[config.mk]
export PLATFORM = sky130hd
export DESIGN_NAME = cpu_core
export DESIGN_NICKNAME = d
export VERILOG_FILES = /design/src/logic/core_pkg.sv /design/src/logic/isa_pkg.sv /design/src/logic/alu.sv /design/src/logic/control_unit.sv /design/src/logic/cpu_core.sv /design/src/logic/datapath.sv /design/src/logic/register_file.sv
export VERILOG_INCLUDE_DIRS = /design/src /design/src/logic
export SDC_FILE = /design/constraint.sdc
export NUM_CORES = 1
export LEC_CHECK = 0
export ABC_CLOCK_PERIOD_IN_PS = 5620
export BUFFER_PORTS_ARGS = -buffer_cell sky130_fd_sc_hd__buf_4
export CAP_MARGIN = 40
export CORE_MARGIN = 5
export CORE_UTILIZATION = 56
export CTS_BUF_LIST = sky130_fd_sc_hd__clkbuf_4 sky130_fd_sc_hd__clkbuf_8 sky130_fd_sc_hd__clkbuf_16
export CTS_CLUSTER_DIAMETER = 50
export DETAILED_ROUTE_END_ITERATION = 7
export PLACE_DENSITY = 0.89
export SKIP_LAST_GASP = 1
export SLEW_MARGIN = 20
export SYNTH_ARGS = -nofsm -noshare
export SYNTH_HDL_FRONTEND = slang
export SYNTH_HIERARCHICAL = 1
export SYNTH_SLANG_ARGS = --single-unit
[constraint.sdc]
create_clock -name clk -period 5.62 [get_ports clk]
set_input_delay 0.562 -clock clk [delete_from_list [all_inputs] [get_ports clk]]
set_output_delay 0.562 -clock clk [all_outputs]
set_load 0.005 [all_outputs]
[src/logic/cpu_macros.svh]
`ifndef CPU_MACROS_SVH
`define CPU_MACROS_SVH

// machine word, used for both instructions and data
`define WORD_SIZE  16
`define NUM_REGS   4
`define REG_IDX_W  2
`define LINK_REG   2   // JAL and JRL leave the return address here

// --------------------
// instruction fields
`define OPCODE_W   4   // top bits of the word
`define RS_LSB     10
`define RT_LSB     8
`define RD_LSB     6
`define FUNC_W     6
`define IMM_W      8
`define TARGET_W   12

`endif

[src/logic/core_pkg.sv]
package core_pkg;

    // --------------------
    // operations the ALU knows, independent of the instruction encoding
    typedef enum logic [2:0] {
        ALU_ADD = 3'd0,
        ALU_SUB = 3'd1,
        ALU_AND = 3'd2,
        ALU_ORR = 3'd3,
        ALU_NOT = 3'd4,   // unary, uses a only
        ALU_TCP = 3'd5,   // two's complement of a
        ALU_SHL = 3'd6,
        ALU_SHR = 3'd7    // arithmetic, keeps the sign bit
    } alu_op_e;

    // --------------------
    // decoded controls for one instruction
    typedef struct packed {
        logic    rt_dest;      // destination is rt, not rd
        logic    alu_src;      // second ALU operand is the extended immediate
        alu_op_e alu_op;
        logic    is_lhi;       // write back the immediate in the upper byte
        logic    imm_zext;     // zero-extend instead of sign-extend
        logic    reg_write;
        logic    mem_read;
        logic    mem_to_reg;
        logic    mem_write;
        logic    pc_to_reg;    // write PC+1, destination forced to the link register
        logic    jump;         // absolute target from the instruction
        logic    jump_reg;     // target taken from rs
        logic    branch;
    } ctrl_t;

endpackage

[src/logic/isa_pkg.sv]
`include "cpu_macros.svh"

package isa_pkg;

    typedef logic [`WORD_SIZE-1:0] word_t;
    typedef logic [`REG_IDX_W-1:0] reg_idx_t;
    typedef logic [`IMM_W-1:0]     imm_t;
    typedef logic [`TARGET_W-1:0]  target_t;

    // --------------------
    // opcodes, the top nibble of every instruction
    // register-type operations share OP_ALU and are told apart by the function code
    typedef enum logic [`OPCODE_W-1:0] {
        OP_BNE = 4'd0,
        OP_BEQ = 4'd1,
        OP_BGZ = 4'd2,
        OP_BLZ = 4'd3,
        OP_ADI = 4'd4,
        OP_ORI = 4'd5,
        OP_LHI = 4'd6,
        OP_LWD = 4'd7,
        OP_SWD = 4'd8,
        OP_JMP = 4'd9,
        OP_JAL = 4'd10,
        OP_JPR = 4'd13,   // needs FN_JPR as well
        OP_JRL = 4'd14,   // needs FN_JRL as well
        OP_ALU = 4'd15
    } opcode_e;

    // --------------------
    // function codes in the low six bits
    typedef enum logic [`FUNC_W-1:0] {
        FN_ADD = 6'd0,
        FN_SUB = 6'd1,
        FN_AND = 6'd2,
        FN_ORR = 6'd3,
        FN_NOT = 6'd4,
        FN_TCP = 6'd5,
        FN_SHL = 6'd6,
        FN_SHR = 6'd7,
        FN_JPR = 6'd25,
        FN_JRL = 6'd26
    } func_e;

endpackage

[src/logic/alu.sv]
`timescale 1ns/1ps
`include "cpu_macros.svh"

module alu
    import isa_pkg::*;
    import core_pkg::*;
(
    input  word_t   a,
    input  word_t   b,
    input  alu_op_e op,
    output word_t   result
);

    always_comb begin
        case (op)
            ALU_ADD: begin
                result = a + b;
            end
            ALU_SUB: begin
                result = a - b;
            end
            ALU_AND: begin
                result = a & b;
            end
            ALU_ORR: begin
                result = a | b;
            end
            ALU_NOT: begin
                result = ~a;
            end
            ALU_TCP: begin
                result = ~a + word_t'(1);
            end
            ALU_SHL: begin
                result = {a[`WORD_SIZE-2:0], 1'b0};
            end
            ALU_SHR: begin
                result = {a[`WORD_SIZE-1], a[`WORD_SIZE-1:1]};   // sign bit is repeated
            end
            default: begin
                result = '0;
            end
        endcase
    end

    // the decoder always produces a defined operation, even for an unknown word
    always_comb begin
        assert final (!$isunknown(op))
            else $error("alu: operation select is unknown");
    end

endmodule

[src/logic/control_unit.sv]
`timescale 1ns/1ps
`include "cpu_macros.svh"

module control_unit
    import isa_pkg::*;
    import core_pkg::*;
(
    input  word_t instr,
    output ctrl_t ctrl
);

    opcode_e opcode;
    func_e   func;

    assign opcode = opcode_e'(instr[`WORD_SIZE-1 -: `OPCODE_W]);
    assign func   = func_e'(instr[`FUNC_W-1:0]);

    always_comb begin
        ctrl = '0;   // anything not decoded below is a no-op
        case (opcode)
            OP_ALU: begin
                ctrl.reg_write = 1'b1;
                case (func)
                    FN_ADD:  ctrl.alu_op = ALU_ADD;
                    FN_SUB:  ctrl.alu_op = ALU_SUB;
                    FN_AND:  ctrl.alu_op = ALU_AND;
                    FN_ORR:  ctrl.alu_op = ALU_ORR;
                    FN_NOT:  ctrl.alu_op = ALU_NOT;
                    FN_TCP:  ctrl.alu_op = ALU_TCP;
                    FN_SHL:  ctrl.alu_op = ALU_SHL;
                    FN_SHR:  ctrl.alu_op = ALU_SHR;
                    default: ctrl.reg_write = 1'b0;
                endcase
            end

            // --------------------
            // immediate forms write rt
            OP_ADI: begin
                ctrl.rt_dest   = 1'b1;
                ctrl.alu_src   = 1'b1;
                ctrl.alu_op    = ALU_ADD;
                ctrl.reg_write = 1'b1;
            end
            OP_ORI: begin
                ctrl.rt_dest   = 1'b1;
                ctrl.alu_src   = 1'b1;
                ctrl.imm_zext  = 1'b1;
                ctrl.alu_op    = ALU_ORR;
                ctrl.reg_write = 1'b1;
            end
            OP_LHI: begin
                ctrl.rt_dest   = 1'b1;
                ctrl.is_lhi    = 1'b1;
                ctrl.reg_write = 1'b1;
            end

            // --------------------
            // the address is rs plus the offset in both cases
            OP_LWD: begin
                ctrl.rt_dest    = 1'b1;
                ctrl.alu_src    = 1'b1;
                ctrl.alu_op     = ALU_ADD;
                ctrl.reg_write  = 1'b1;
                ctrl.mem_read   = 1'b1;
                ctrl.mem_to_reg = 1'b1;
            end
            OP_SWD: begin
                ctrl.alu_src   = 1'b1;
                ctrl.alu_op    = ALU_ADD;
                ctrl.mem_write = 1'b1;
            end

            OP_BNE, OP_BEQ, OP_BGZ, OP_BLZ: begin
                ctrl.branch = 1'b1;
                ctrl.alu_op = ALU_SUB;   // zero result means rs equals rt
            end

            OP_JMP: ctrl.jump = 1'b1;
            OP_JAL: begin
                ctrl.jump      = 1'b1;
                ctrl.pc_to_reg = 1'b1;
                ctrl.reg_write = 1'b1;
            end
            OP_JPR: begin
                if (func == FN_JPR) begin
                    ctrl.jump_reg = 1'b1;
                end
            end
            OP_JRL: begin
                if (func == FN_JRL) begin
                    ctrl.jump_reg  = 1'b1;
                    ctrl.pc_to_reg = 1'b1;
                    ctrl.reg_write = 1'b1;
                end
            end
            default: ctrl = '0;
        endcase
    end

    // a store must never also update the register file
    always_comb begin
        assert final (!(ctrl.mem_write && ctrl.reg_write))
            else $error("control_unit: store decoded with register write, instr %h", instr);
    end

endmodule

[src/logic/cpu_core.sv]
`timescale 1ns/1ps

module cpu_core
    import isa_pkg::*;
    import core_pkg::*;
(
    input  logic  clk,
    input  logic  arst_n,
    output word_t i_addr,
    input  word_t i_data,
    output word_t d_addr,
    output word_t d_wdata,
    input  word_t d_rdata,
    output logic  d_read,
    output logic  d_write
);

    ctrl_t    ctrl;
    reg_idx_t rs_idx;
    reg_idx_t rt_idx;
    word_t    rs_data;
    word_t    rt_data;
    logic     wr_en;
    reg_idx_t wr_idx;
    word_t    wr_data;
    word_t    alu_a;
    word_t    alu_b;
    alu_op_e  alu_op;
    word_t    alu_result;

    control_unit u_control_unit (
        .instr (i_data),
        .ctrl  (ctrl)
    );

    // --------------------
    datapath u_datapath (
        .clk        (clk),
        .arst_n     (arst_n),
        .instr      (i_data),
        .ctrl       (ctrl),
        .pc         (i_addr),    // the fetch address is the PC itself
        .rs_idx     (rs_idx),
        .rt_idx     (rt_idx),
        .rs_data    (rs_data),
        .rt_data    (rt_data),
        .wr_en      (wr_en),
        .wr_idx     (wr_idx),
        .wr_data    (wr_data),
        .alu_a      (alu_a),
        .alu_b      (alu_b),
        .alu_op     (alu_op),
        .alu_result (alu_result),
        .d_addr     (d_addr),
        .d_wdata    (d_wdata),
        .d_rdata    (d_rdata),
        .d_read     (d_read),
        .d_write    (d_write)
    );

    alu u_alu (
        .a      (alu_a),
        .b      (alu_b),
        .op     (alu_op),
        .result (alu_result)
    );

    register_file u_register_file (
        .clk     (clk),
        .arst_n  (arst_n),
        .rs_idx  (rs_idx),
        .rt_idx  (rt_idx),
        .rs_data (rs_data),
        .rt_data (rt_data),
        .wr_en   (wr_en),
        .wr_idx  (wr_idx),
        .wr_data (wr_data)
    );

endmodule

[src/logic/datapath.sv]
`timescale 1ns/1ps
`include "cpu_macros.svh"

module datapath
    import isa_pkg::*;
    import core_pkg::*;
(
    input  logic     clk,
    input  logic     arst_n,
    input  word_t    instr,
    input  ctrl_t    ctrl,
    output word_t    pc,
    output reg_idx_t rs_idx,
    output reg_idx_t rt_idx,
    input  word_t    rs_data,
    input  word_t    rt_data,
    output logic     wr_en,
    output reg_idx_t wr_idx,
    output word_t    wr_data,
    output word_t    alu_a,
    output word_t    alu_b,
    output alu_op_e  alu_op,
    input  word_t    alu_result,
    output word_t    d_addr,
    output word_t    d_wdata,
    input  word_t    d_rdata,
    output logic     d_read,
    output logic     d_write
);

    opcode_e  opcode;
    imm_t     imm;
    target_t  target;
    reg_idx_t rd_idx;
    word_t    pc_q;
    word_t    pc_plus1;
    word_t    pc_next;
    word_t    imm_sext;
    word_t    imm_ext;
    word_t    branch_target;
    word_t    jump_target;
    logic     branch_taken;

    assign opcode = opcode_e'(instr[`WORD_SIZE-1 -: `OPCODE_W]);
    assign imm    = instr[`IMM_W-1:0];
    assign target = instr[`TARGET_W-1:0];
    assign rs_idx = instr[`RS_LSB +: `REG_IDX_W];
    assign rt_idx = instr[`RT_LSB +: `REG_IDX_W];
    assign rd_idx = instr[`RD_LSB +: `REG_IDX_W];

    // --------------------
    // operands
    assign imm_sext = {{(`WORD_SIZE-`IMM_W){imm[`IMM_W-1]}}, imm};
    assign imm_ext  = ctrl.imm_zext ? word_t'(imm) : imm_sext;   // ORI only
    assign alu_a    = rs_data;
    assign alu_b    = ctrl.alu_src ? imm_ext : rt_data;
    assign alu_op   = ctrl.alu_op;

    // --------------------
    // program counter
    assign pc_plus1      = pc_q + word_t'(1);
    assign branch_target = pc_plus1 + imm_sext;
    assign jump_target   = {pc_q[`WORD_SIZE-1:`TARGET_W], target};

    always_comb begin
        branch_taken = 1'b0;
        if (ctrl.branch) begin
            case (opcode)
                OP_BNE:  branch_taken = (alu_result != '0);
                OP_BEQ:  branch_taken = (alu_result == '0);
                OP_BGZ:  branch_taken = ($signed(rs_data) > 0);
                OP_BLZ:  branch_taken = ($signed(rs_data) < 0);
                default: branch_taken = 1'b0;
            endcase
        end
    end

    always_comb begin
        if (ctrl.jump_reg) begin
            pc_next = rs_data;
        end else if (ctrl.jump) begin
            pc_next = jump_target;
        end else if (branch_taken) begin
            pc_next = branch_target;
        end else begin
            pc_next = pc_plus1;
        end
    end

    always_ff @(posedge clk or negedge arst_n) begin
        if (!arst_n) begin
            pc_q <= '0;
        end else begin
            pc_q <= pc_next;
        end
    end

    assign pc = pc_q;

    // --------------------
    // memory and write-back
    assign d_addr  = alu_result;
    assign d_wdata = rt_data;
    assign d_read  = ctrl.mem_read & arst_n;    // quiet while in reset
    assign d_write = ctrl.mem_write & arst_n;

    assign wr_en  = ctrl.reg_write;
    assign wr_idx = ctrl.pc_to_reg ? reg_idx_t'(`LINK_REG) : (ctrl.rt_dest ? rt_idx : rd_idx);

    always_comb begin
        if (ctrl.pc_to_reg) begin
            wr_data = pc_plus1;
        end else if (ctrl.mem_to_reg) begin
            wr_data = d_rdata;
        end else if (ctrl.is_lhi) begin
            wr_data = {imm, {(`WORD_SIZE-`IMM_W){1'b0}}};
        end else begin
            wr_data = alu_result;
        end
    end

    assert property (@(posedge clk) disable iff (!arst_n) !(d_read && d_write))
        else $error("datapath: data read and write strobes both high");

endmodule

[src/logic/register_file.sv]
`timescale 1ns/1ps
`include "cpu_macros.svh"

module register_file
    import isa_pkg::*;
(
    input  logic     clk,
    input  logic     arst_n,
    input  reg_idx_t rs_idx,
    input  reg_idx_t rt_idx,
    output word_t    rs_data,
    output word_t    rt_data,
    input  logic     wr_en,
    input  reg_idx_t wr_idx,
    input  word_t    wr_data
);

    word_t regs [`NUM_REGS];

    // --------------------
    // write port
    always_ff @(posedge clk or negedge arst_n) begin
        if (!arst_n) begin
            for (int i = 0; i < `NUM_REGS; i++) begin
                regs[i] <= '0;
            end
        end else if (wr_en) begin
            regs[wr_idx] <= wr_data;
        end
    end

    // reads are combinational, a write shows up after the edge
    assign rs_data = regs[rs_idx];
    assign rt_data = regs[rt_idx];

    // --------------------
    // an unknown index would corrupt an arbitrary register
    assert property (@(posedge clk) disable iff (!arst_n)
        wr_en |-> !$isunknown(wr_idx))
        else $error("register_file: write with unknown index");

endmodule

# Word level (Yosys, flattened, before mapping)
# Index checks and enable logic that the tools add are counted.
[classes] n_reduce_logical=12 bitwise_logic=8 shifts=0 mux=38 n_eq_ne=30 magnitude_cmp=6 add_sub_neg=5 n_mul=0 div_mod_pow=0
[op_table] operator="two-way mux 16 bit" n=13
[op_table] operator="case mux 16 bit (8 select lines)" n=1
[op_table] operator="binary-select mux 16 bit (select 2 bit)" n=2
[op_table] operator="bitwise mux 64 bit" n=1
[op_table] operator="adder 16 x 1 -> 16 bit, second input constant" n=2
[op_table] operator="adder 16 bit" n=2
[op_table] operator="demux 16 bit (select 2 bit)" n=1
[op_table] operator="== test 4 bit, second input constant" n=6
[op_table] operator="== test 6 x 3 -> 1 bit, second input constant" n=4
[op_table] operator="case mux 3 bit (7 select lines)" n=1
[op_table] operator="bitwise AND 16 bit" n=1
[op_table] operator="== test 4 x 3 -> 1 bit, second input constant" n=4
[op_table] operator="greater-than comparator 16 x 1 -> 1 bit, second input constant" n=1
[op_table] operator="zero test 16 bit" n=1
[op_table] operator="< comparator 16 x 1 -> 1 bit, second input constant" n=1
[op_table] operator="NOT 16 bit" n=1
[op_table] operator="OR 16 bit" n=1
[op_table] operator="nonzero test 16 bit" n=1
[op_table] operator="subtractor 16 bit" n=1
[op_table] operator="== test 3 bit, second input constant" n=4
[op_table] operator="== test 6 x 2 -> 1 bit, second input constant" n=2
[op_table] operator="== test 6 x 5 -> 1 bit, second input constant" n=2
[op_table] operator="OR reduction 4 bit" n=3
[op_table] operator="two-way mux 1 bit" n=11
[op_table] operator="22 further kinds" n=32
[totals] word_cells=105 rom_bits=0 mem_bits_rw=0 latchBits=0 regBits=80 inputBits=34 out_inout_bits=50 memories=0

# Longest topological paths before layout
# Gate-level depths: netlist of the first run.
[depth] word_depth=13 mapped_depth=29 ltp_nobuf=27

# Cells and area by module
# Netlist of the first run, hierarchy kept.
[by_module_without_submodules] module="register_file" area_each_um2=3174.3 cells_each=176 seq_area_each_um2=1601.5 n_inst=1
[by_module_without_submodules] module="datapath" area_each_um2=3066.7 cells_each=422 seq_area_each_um2=400.4 n_inst=1
[by_module_without_submodules] module="alu" area_each_um2=2124.5 cells_each=323 seq_area_each_um2=0.0 n_inst=1
[by_module_without_submodules] module="control_unit" area_each_um2=221.5 cells_each=35 seq_area_each_um2=0.0 n_inst=1

# Worst setup path before layout of the first run
# OpenSTA, ideal clock, no wires.
[synth_path] path_type="input port to flip-flop" from="in i_data[8]" to="reg u_datapath.pc_q[1], in the netlist u_datapath/pc[1]" path_slack_ps=-552 setup_time_ps=121 n_path_buf=4 cell_stages=26 required_ps=5499 arrival_time_ps=6051 cell_sequence="buf_4 > buf_2 > buf_4 > mux4_2 > mux2_2 > nor4_1 > nand2_1 > or4_1 > o31ai_1 > xor2_1 > ha_1 > a21oi_1 > nand2_1 > a21o_1 > a21oi_1 > a21oi_1 > xnor2_1 > o21ai_1 > nor4_1 > nand4_1 > or3b_4 > a31oi_4 > buf_6 > mux2_2 > o21ai_0 > nand2_1"
[synth_between] elab_chain_cells=13 word_cells_on_any_way=17 cone_classes="2 x add/sub; 10 x mux; 3 x bitwise; 2 x reduce/logical"
[synth_rtl] element="from (decl)" line_no="cpu_core.sv:10" rtl="input word_t i_data,"
[synth_rtl] element="NOT 2 -> 3 bit (implied by the code) (*)" line_no="register_file.sv:34" rtl="assign rt_data = regs[rt_idx];"
[synth_rtl] element="binary-select mux 16 bit (select 2 bit) (*)" line_no="register_file.sv:34"
[synth_rtl] element="two-way mux 16 bit (implied by the code) (*) (2 in a row)" line_no="register_file.sv:34"
[synth_rtl] element="net rt_data[6]" line_no="cpu_core.sv:22" rtl="word_t rt_data;"
[synth_rtl] element="two-way mux 16 bit (*)" line_no="datapath.sv:56" rtl="assign alu_b = ctrl.alu_src ? imm_ext : rt_data;"
[synth_rtl] element="net alu_b[6]" line_no="cpu_core.sv:27" rtl="word_t alu_b;"
[synth_rtl] element="subtractor 16 bit / adder 16 bit (equally long branches)" line_no="alu.sv:20, alu.sv:17"
[synth_rtl] element="case mux 16 bit (8 select lines) (*)" line_no="alu.sv:15" rtl="case (op)"
[synth_rtl] element="net alu_result[15]" line_no="cpu_core.sv:29" rtl="word_t alu_result;"
[synth_rtl] element="zero test 16 bit / nonzero test 16 bit (equally long branches)" line_no="datapath.sv:70, datapath.sv:69"
[synth_rtl] element="case mux 1 bit (4 select lines) (*)" line_no="datapath.sv:68" rtl="case (opcode)"
[synth_rtl] element="two-way mux 1 bit (*)" line_no="datapath.sv:67" rtl="if (ctrl.branch) begin"
[synth_rtl] element="two-way mux 16 bit (*)" line_no="datapath.sv:83" rtl="end else if (branch_taken) begin"
[synth_rtl] element="two-way mux 16 bit (*)" line_no="datapath.sv:81" rtl="end else if (ctrl.jump) begin"
[synth_rtl] element="two-way mux 16 bit (*)" line_no="datapath.sv:79" rtl="if (ctrl.jump_reg) begin"
[synth_rtl] element="net u_datapath.pc_next[1]" line_no="datapath.sv:37" rtl="word_t pc_next;"
[synth_rtl] element="to (signal assigned)" line_no="datapath.sv:94" rtl="pc_q <= pc_next;"
[synth_rtl] element="to (decl)" line_no="datapath.sv:35" rtl="word_t pc_q;"
# Mark *: on every way through the listed nets, which the timed path passes. The rest lies on a longest branch. The select of a mux whose other input is x is not followed.
# A chain may end at the register's enable or synchronous reset.

==> results of run 1 <==
registers in the layout (all words and copies together) (netlist names):
signal                count
u_datapath/pc            16
u_register_file/regs     64
logic make-up (layout without fill, tap and decap cells):
kind of cell	count (synthesis)	count (layout)	synth area share, %
and+or+nand+nor	255	255	15.2
AOI/OAI and AO/OA	239	239	17.3
buffers and inverters	141	262	9.33
muxes	133	133	21.8
DFF	80	80	23.3
xor gates and xnor gates	61	61	6.22
adders and majority gates	47	47	6.82
per-stage QoR:
| step | setup slack, ns | power [mW] |
|---|---|---|
| floorplan | -0.103 | 4.49 |
| global placement | -0.339 | 6.25 |
| detailed placement | -0.465 | 6.43 |
| CTS | -0.0201 | 7.22 |
| global route | -0.213 | 7.89 |
| finish | -0.0614 | 7.48 |
routing by layer:
metal | wire (um) | share of wire (%) | vias up
met5 | 0 | 0 | -
met1 | 10900 | 37 | 4036
met3 | 2960 | 10 | 147
met2 | 13500 | 46 | 684
li1 | - | - | 3683
met4 | 1750 | 6.0 | 0
layout by cell type, fill, tap and decap left out, drive strengths merged, types with 30 or more instances in the layout:
cell,n
buf,215
dfrtp,80
nand2,80
mux2,80
o21ai,72
a21oi,64
nor2,62
xnor2,39
ha,38
mux4,35
inv,30
power groups by stage:
| stage | Clock (mW) | Sequential [mW] | Combinational (mW) |
|---|---|---|---|
| 6_report | 0.592 | 1.12 | 5.77 |
| 5_1_grt | 0.628 | 1.15 | 6.12 |
| 4_1_cts | 0.597 | 1.10 | 5.52 |
| 3_5_place_dp | 0 | 1.10 | 5.33 |
| 3_3_place_gp | 0 | 1.06 | 5.19 |
| 2_1_floorplan | 0 | 1.02 | 3.47 |
path summary, 6_finish.rpt:
path | cells past startpoint | slack, ns | from | endpoint
setup / recovery | 28 | -0.06 | i_data[14] | u_datapath/pc[5]$_DFF_PN0_
hold / removal | 1 | 0.07 | arst_n | u_register_file/regs[17]$_DFFE_PN0P_
setup reg to reg | 25 | 0.05 | u_register_file/regs[17]$_DFFE_PN0P_ | u_datapath/pc[5]$_DFF_PN0_
hold reg to reg | 1 | 0.53 | u_register_file/regs[8]$_DFFE_PN0P_ | u_register_file/regs[8]$_DFFE_PN0P_
max in group asynchronous | 3 | 4.79 | arst_n | u_datapath/pc[12]$_DFFE_PN0P_
min in group clk | 1 | 0.53 | u_register_file/regs[8]$_DFFE_PN0P_ | u_register_file/regs[8]$_DFFE_PN0P_
area by class of cell:
type,instances,area (um^2)
sequential,80,2000
inverter,31,116
clock buffer,11,246
multi-input combinational,735,5940
timing repair buffer,215,1720
fill,1049,4830
tap,188,235
clock inverter,5,56.3
what timing repair did:
item | in CTS | in global routing
setup buffers | 7 | 7
endpoints found under the hold margin | 0 | 0
gates resized for setup | 18 | 29
pin swaps | 4 | 21
hold buffers | 0 | 0
setup endpoints to repair | 12 | 21
cloned | 1 | 0
==> results.py, run 1 <==
metrics = {
    "power": {
        "power_switching_mw": 3.44,
        "p_clk_share_pct": 7.9,
        "internal_power_mw": 4.03,
        "p_sw_share_pct": 46.0,
        "power_frac_comb_pct": 77.2,
        "seq_power_share_pct": 14.9,
        "p_per_area_nw_per_um2": 725,
        "vdd_drop_max_v": 0.000459,
        "p_leak_nw": 4.45,
    },
    "cts": {
        "htreeDepth": 3,
        "cts_sinks": 80,
        "cts_tree": "built",
        "cts_buffers": 9,
        "clockBufferDepth": 2,
        "path_clk_slew_ns": 0.06,
        "clock_latency_ns": 0.34,
        "cts-root-buf": "clkbuf_16",
    },
    "worst_setup_path": {
        "path_class": "in2reg",
        "crit_family": "simple AND/OR/NAND/NOR gates",
        "worst_setup_path_end_kind": "register",
        "crit_slowest_cell": "or4_4",
        "cpPeakStageDelay_ns": 0.47,
        "critPathBufInv": 4,
        "critPathRequiredTime_ns": 5.84,
        "critPathMaxFanout": 5,
        "crit_arrival_ns": 5.90,
        "crit_top_cell": "nand2_1",
        "crit_path_start_kind": "input port",
    },
    "global_route": {
        "grt_util_all_layers_pct": 31.3,
        "top_usage_layer": "met2",
        "gr-usage-met3_pct": 5.33,
        "antenna_found_initial": 0,
        "grt_pass1_vias": 8138,
        "grt_overflow": 0,
        "grtUsageMet2_pct": 49.9,
        "grt_max_degree": 68,
        "grt_use_met1_pct": 40.8,
        "grt_pass1_wl_mm": 44.5,
    },
    "logic_synthesis": {
        "yosysUniqueCellTypes": 80,
        "synth.area.top_cells": "dfrtp_1 (23%), mux2_2 (10%), mux4_2 (9.2%)",
        "synth_edf_count": 0,
        "syn_area_um2": 8590,
        "synth_flop_cell": "dfrtp_1",
        "async_flop_share_pct": 100,
        "synth_seq_cells": 80,
        "yosysSeqAreaShare_pct": 23.3,
        "syn_inst": 956,
        "synth_top_cell_area_share_pct": 23.3,
        "synthTopCellsByCount": "dfrtp_1 (80), mux2_2 (80), nand2_1 (80), o21ai_0 (69), a21oi_1 (64)",
        "synth_nets": 1030,
        "yosysTopAreaCell": "dfrtp_1",
        "postSynthAreaPerCell_um2": 8.98,
        "ys_warn_count": 6,
    },
    "flow_run": {
        "drv_cap": 0,
    },
    "route": {
        "drt_first_pass_iters": 7,
        "drc_errors": 0,
        "dr_total_vias": 8550,
        "routedWlPerCell_um": 23.0,
        "drt-total-wl_mm": 29.1,
        "drt-initial-drc-count": 1346,
        "viasPerCell": 6.76,
        "detail-route-antenna-nets": 0,
    },
    "die": {
        "start_util_pct": 56.7,
        "die_w_um": 134,
        "coreArea_um2": 15100,
        "die_area_um2": 17900,
        "rows": 45,
        "die_h_um": 134,
        "ios": 84,
    },
    "place": {
        "place.gp.congestion": 1.11,
        "postPlaceCellArea_um2": 9740,
        "dpl.cell_count": 1236,
        "port-buffer-count": 83,
        "hpwl_mm": 20.9,
    },
    "sta": {
        "rsz0062_at_grt": "true",
        "setup_ws_ns": -0.0614,
        "setup_viol": 5,
        "setup_tns_ns": -0.176,
        "slew_headroom_pct": 46.0,
        "min_period_ns": 5.68,
        "post-route-period-util_pct": 101,
        "worstMarginPinSlew_ns": 0.810,
        "fmax_mhz": 176,
        "fin_skew_ns": 0.00899,
        "finalHoldViolCount": 0,
        "slew_viol_final": 0,
        "hold_ws_ns": 0.0717,
    },
    "run_status": {
        "outcome": "finished with violations",
        "violations": "negative setup slack",
    },
    "cells_and_area": {
        "antenna_cells": 0,
        "syn_to_final_growth_pct": 20.1,
        "design_area_um2": 10300,
        "post-route-util_pct": 68.1,
        "layoutNonFillerInstCount": 1265,
        "fin_nets": 1146,
        "drive_above_1_share_pct": 36.0,
    },
    "min_path": {
        "hp-class": "in2async",
    },
}
Note: power is estimated with default switching activity, not from simulation.
==> run 2: changes to the inputs <==
==> constraint.sdc (replaced) <==
create_clock -name clk -period 5.62 [get_ports clk]
set_input_delay 1.124 -clock clk [delete_from_list [all_inputs] [get_ports clk]]
set_output_delay 1.124 -clock clk [all_outputs]
set_load 0.005 [all_outputs]
==> run 2 against run 1 <==
Against the previous run: the run still ends with negative setup slack left; sequential share of layout area down 1.6 points; power rose by 16%; maximum frequency shrank 12%; largest cell class unchanged; worst setup slack got worse by 0.76 ns.
==> results.py, run 2 (synthesis gave the netlist of run 1 again) <==
metrics = {
    "global_route": {
        "gr-usage-met3_pct": 7.91,
        "grt_pass1_wl_mm": 49.5,
        "top_usage_layer": "met2",
        "antenna_found_initial": 0,
        "grt_use_met1_pct": 43.7,
        "grtUsageMet2_pct": 56.7,
        "grt_pass1_vias": 8928,
        "grt_util_all_layers_pct": 35.4,
        "grt_max_degree": 65,
        "grt_overflow": 0,
    },
    "flow_run": {
        "drv_cap": 0,
    },
    "cts": {
        "cts-root-buf": "clkbuf_16",
        "path_clk_slew_ns": 0.06,
        "htreeDepth": 3,
        "cts_sinks": 80,
        "hold_buffers": 0,
        "cts_buffers": 9,
        "clockBufferDepth": 2,
        "cts_tree": "built",
        "clock_latency_ns": 0.34,
    },
    "min_path": {
        "min-delay-start": "u_register_file/regs[44]$_DFFE_PN0P_",
        "hold_path_end": "u_register_file/regs[44]$_DFFE_PN0P_",
        "hp-class": "reg2reg",
        "hold_depth": 1,
    },
    "cells_and_area": {
        "regMostFlops": "u_register_file/regs",
        "largest_reg_flops": 64,
        "layoutNonFillerInstCount": 1342,
        "post-route-util_pct": 74.2,
        "antenna_cells": 0,
        "fin_nets": 1225,
        "syn_to_final_growth_pct": 30.9,
        "final_common_cell": "buf_4",
        "drive_above_1_share_pct": 44.6,
        "final_cell_mix": "buf_4 (265), dfrtp_1 (80), nand2_1 (76)",
    },
    "sta": {
        "post-route-period-util_pct": 115,
        "slew_viol_final": 0,
        "fmax_mhz": 155,
        "worstMarginPinSlew_ns": 0.784,
        "setup_ws_ns": -0.823,
        "min_period_ns": 6.44,
        "finalHoldViolCount": 0,
        "slew_headroom_pct": 47.8,
        "rsz0062_at_grt": "true",
        "fin_skew_ns": 0.0118,
        "setup_tns_ns": -14.47,
        "setup_viol": 33,
    },
    "run_status": {
        "outcome": "finished with violations",
        "violations": "negative setup slack",
    },
    "die": {
        "die_area_um2": 17900,
        "ios": 84,
        "die_h_um": 134,
        "start_util_pct": 56.7,
        "coreArea_um2": 15100,
        "die_w_um": 134,
        "rows": 45,
    },
    "power": {
        "vdd_drop_max_v": 0.000472,
        "p_clk_share_pct": 6.9,
        "power_frac_comb_pct": 79.8,
        "power_switching_mw": 4.00,
        "internal_power_mw": 4.65,
        "seq_power_share_pct": 13.3,
        "p_leak_nw": 4.92,
        "p_per_area_nw_per_um2": 769,
        "p_sw_share_pct": 46.2,
    },
    "place": {
        "port-buffer-count": 83,
        "dp_slack_ns": -1.06,
        "hpwl_mm": 22.7,
        "place.gp.congestion": 1.06,
        "dpl.cell_count": 1291,
    },
    "worst_setup_path": {
        "crit_arrival_ns": 6.63,
        "critPathRequiredTime_ns": 5.81,
        "rrSetupSlack_ns": -0.16,
        "crit_path_start_kind": "input port",
        "worst_setup_path_end_kind": "register",
        "rr_startpoint": "u_register_file/regs[0]$_DFFE_PN0P_",
        "crit_slowest_cell": "or4_4",
        "r2r.worst_path.cells": 27,
        "critPathMaxFanout": 6,
        "crit_top_cell": "a21oi_1",
        "path_class": "in2reg",
        "cpPeakStageDelay_ns": 0.48,
        "timing.rr.end": "u_datapath/pc[15]$_DFFE_PN0P_",
    },
    "route": {
        "viasPerCell": 6.97,
        "drc_errors": 0,
        "drt-total-wl_mm": 34.2,
        "dr_total_vias": 9349,
        "drt_first_pass_iters": 8,
        "routedWlPerCell_um": 25.5,
        "detail-route-antenna-nets": 0,
        "drt-initial-drc-count": 1439,
    },
}
## run 2: layout make-up
| type | count | area [um^2] |
|---|---|---|
| clock buffer | 9 | 225 |
| clock inverter | 5 | 58.8 |
| fill | 899 | 3900 |
| inverter | 31 | 119 |
| multi-input combinational | 735 | 6230 |
| sequential | 80 | 2000 |
| tap | 188 | 235 |
| timing repair buffer | 294 | 2370 |
## run 2: metrics by stage
stage                     instance area, um^2  total power [mW]  hold slack (ns)
after global placement                  10100              6.50            0.499
after CTS                               10800              7.60            0.530
after detailed placement                10100              6.71            0.517
final                                   11200              8.64            0.535
after global routing                    11200              9.02            0.548
after floorplan                          8650              4.49            0.491
## run 2: what timing repair did
item,4_1_cts,5_1_grt
gates resized for setup,53,87
pin swaps,24,51
setup buffers,16,26
setup endpoints to repair,30,53
cloned,2,0
## run 2: how the worst max path moves through the flow
stage,startpoint,to,slack [ns],depth (start not counted)
after floorplan,i_data[8],u_datapath/pc[1]$_DFF_PN0_,-0.66,26
after global placement,i_data[14],u_datapath/pc[1]$_DFF_PN0_,-0.90,29
after detailed placement,i_data[14],u_datapath/pc[12]$_DFFE_PN0P_,-1.06,30
after CTS,i_data[14],u_datapath/pc[3]$_DFF_PN0_,-0.56,29
after global routing,i_data[14],u_datapath/pc[15]$_DFFE_PN0P_,-1.02,30
final,i_data[14],u_datapath/pc[15]$_DFFE_PN0P_,-0.82,30
## run 2: metal layers
layer  vias to the layer above  routed length (um)  share of wire (%)
met5                         -                   0                  0
met4                         0                2990                8.7
met3                       277                4000                 12
met2                       849               15400                 45
met1                      4373               11900                 35
li1                       3850                   -                  -
## run 2: worst max-delay path, delay by kind of cell
kind,cells,cell delay [ns]
buffers and inverters,6,0.77
AOI/OAI and AO/OA,11,1.56
muxes,1,0.31
adders and majority gates,1,0.28
xor gates and xnor gates,3,0.62
and+or+nand+nor,8,1.93
## run 2: power groups by stage
| stage | Combinational [mW] | Clock [mW] | Sequential (mW) |
|---|---|---|---|
| 2_1_floorplan | 3.47 | 0 | 1.02 |
| 3_3_place_gp | 5.44 | 0 | 1.06 |
| 3_5_place_dp | 5.60 | 0 | 1.11 |
| 4_1_cts | 5.90 | 0.585 | 1.11 |
| 5_1_grt | 7.25 | 0.612 | 1.17 |
| 6_report | 6.90 | 0.593 | 1.15 |
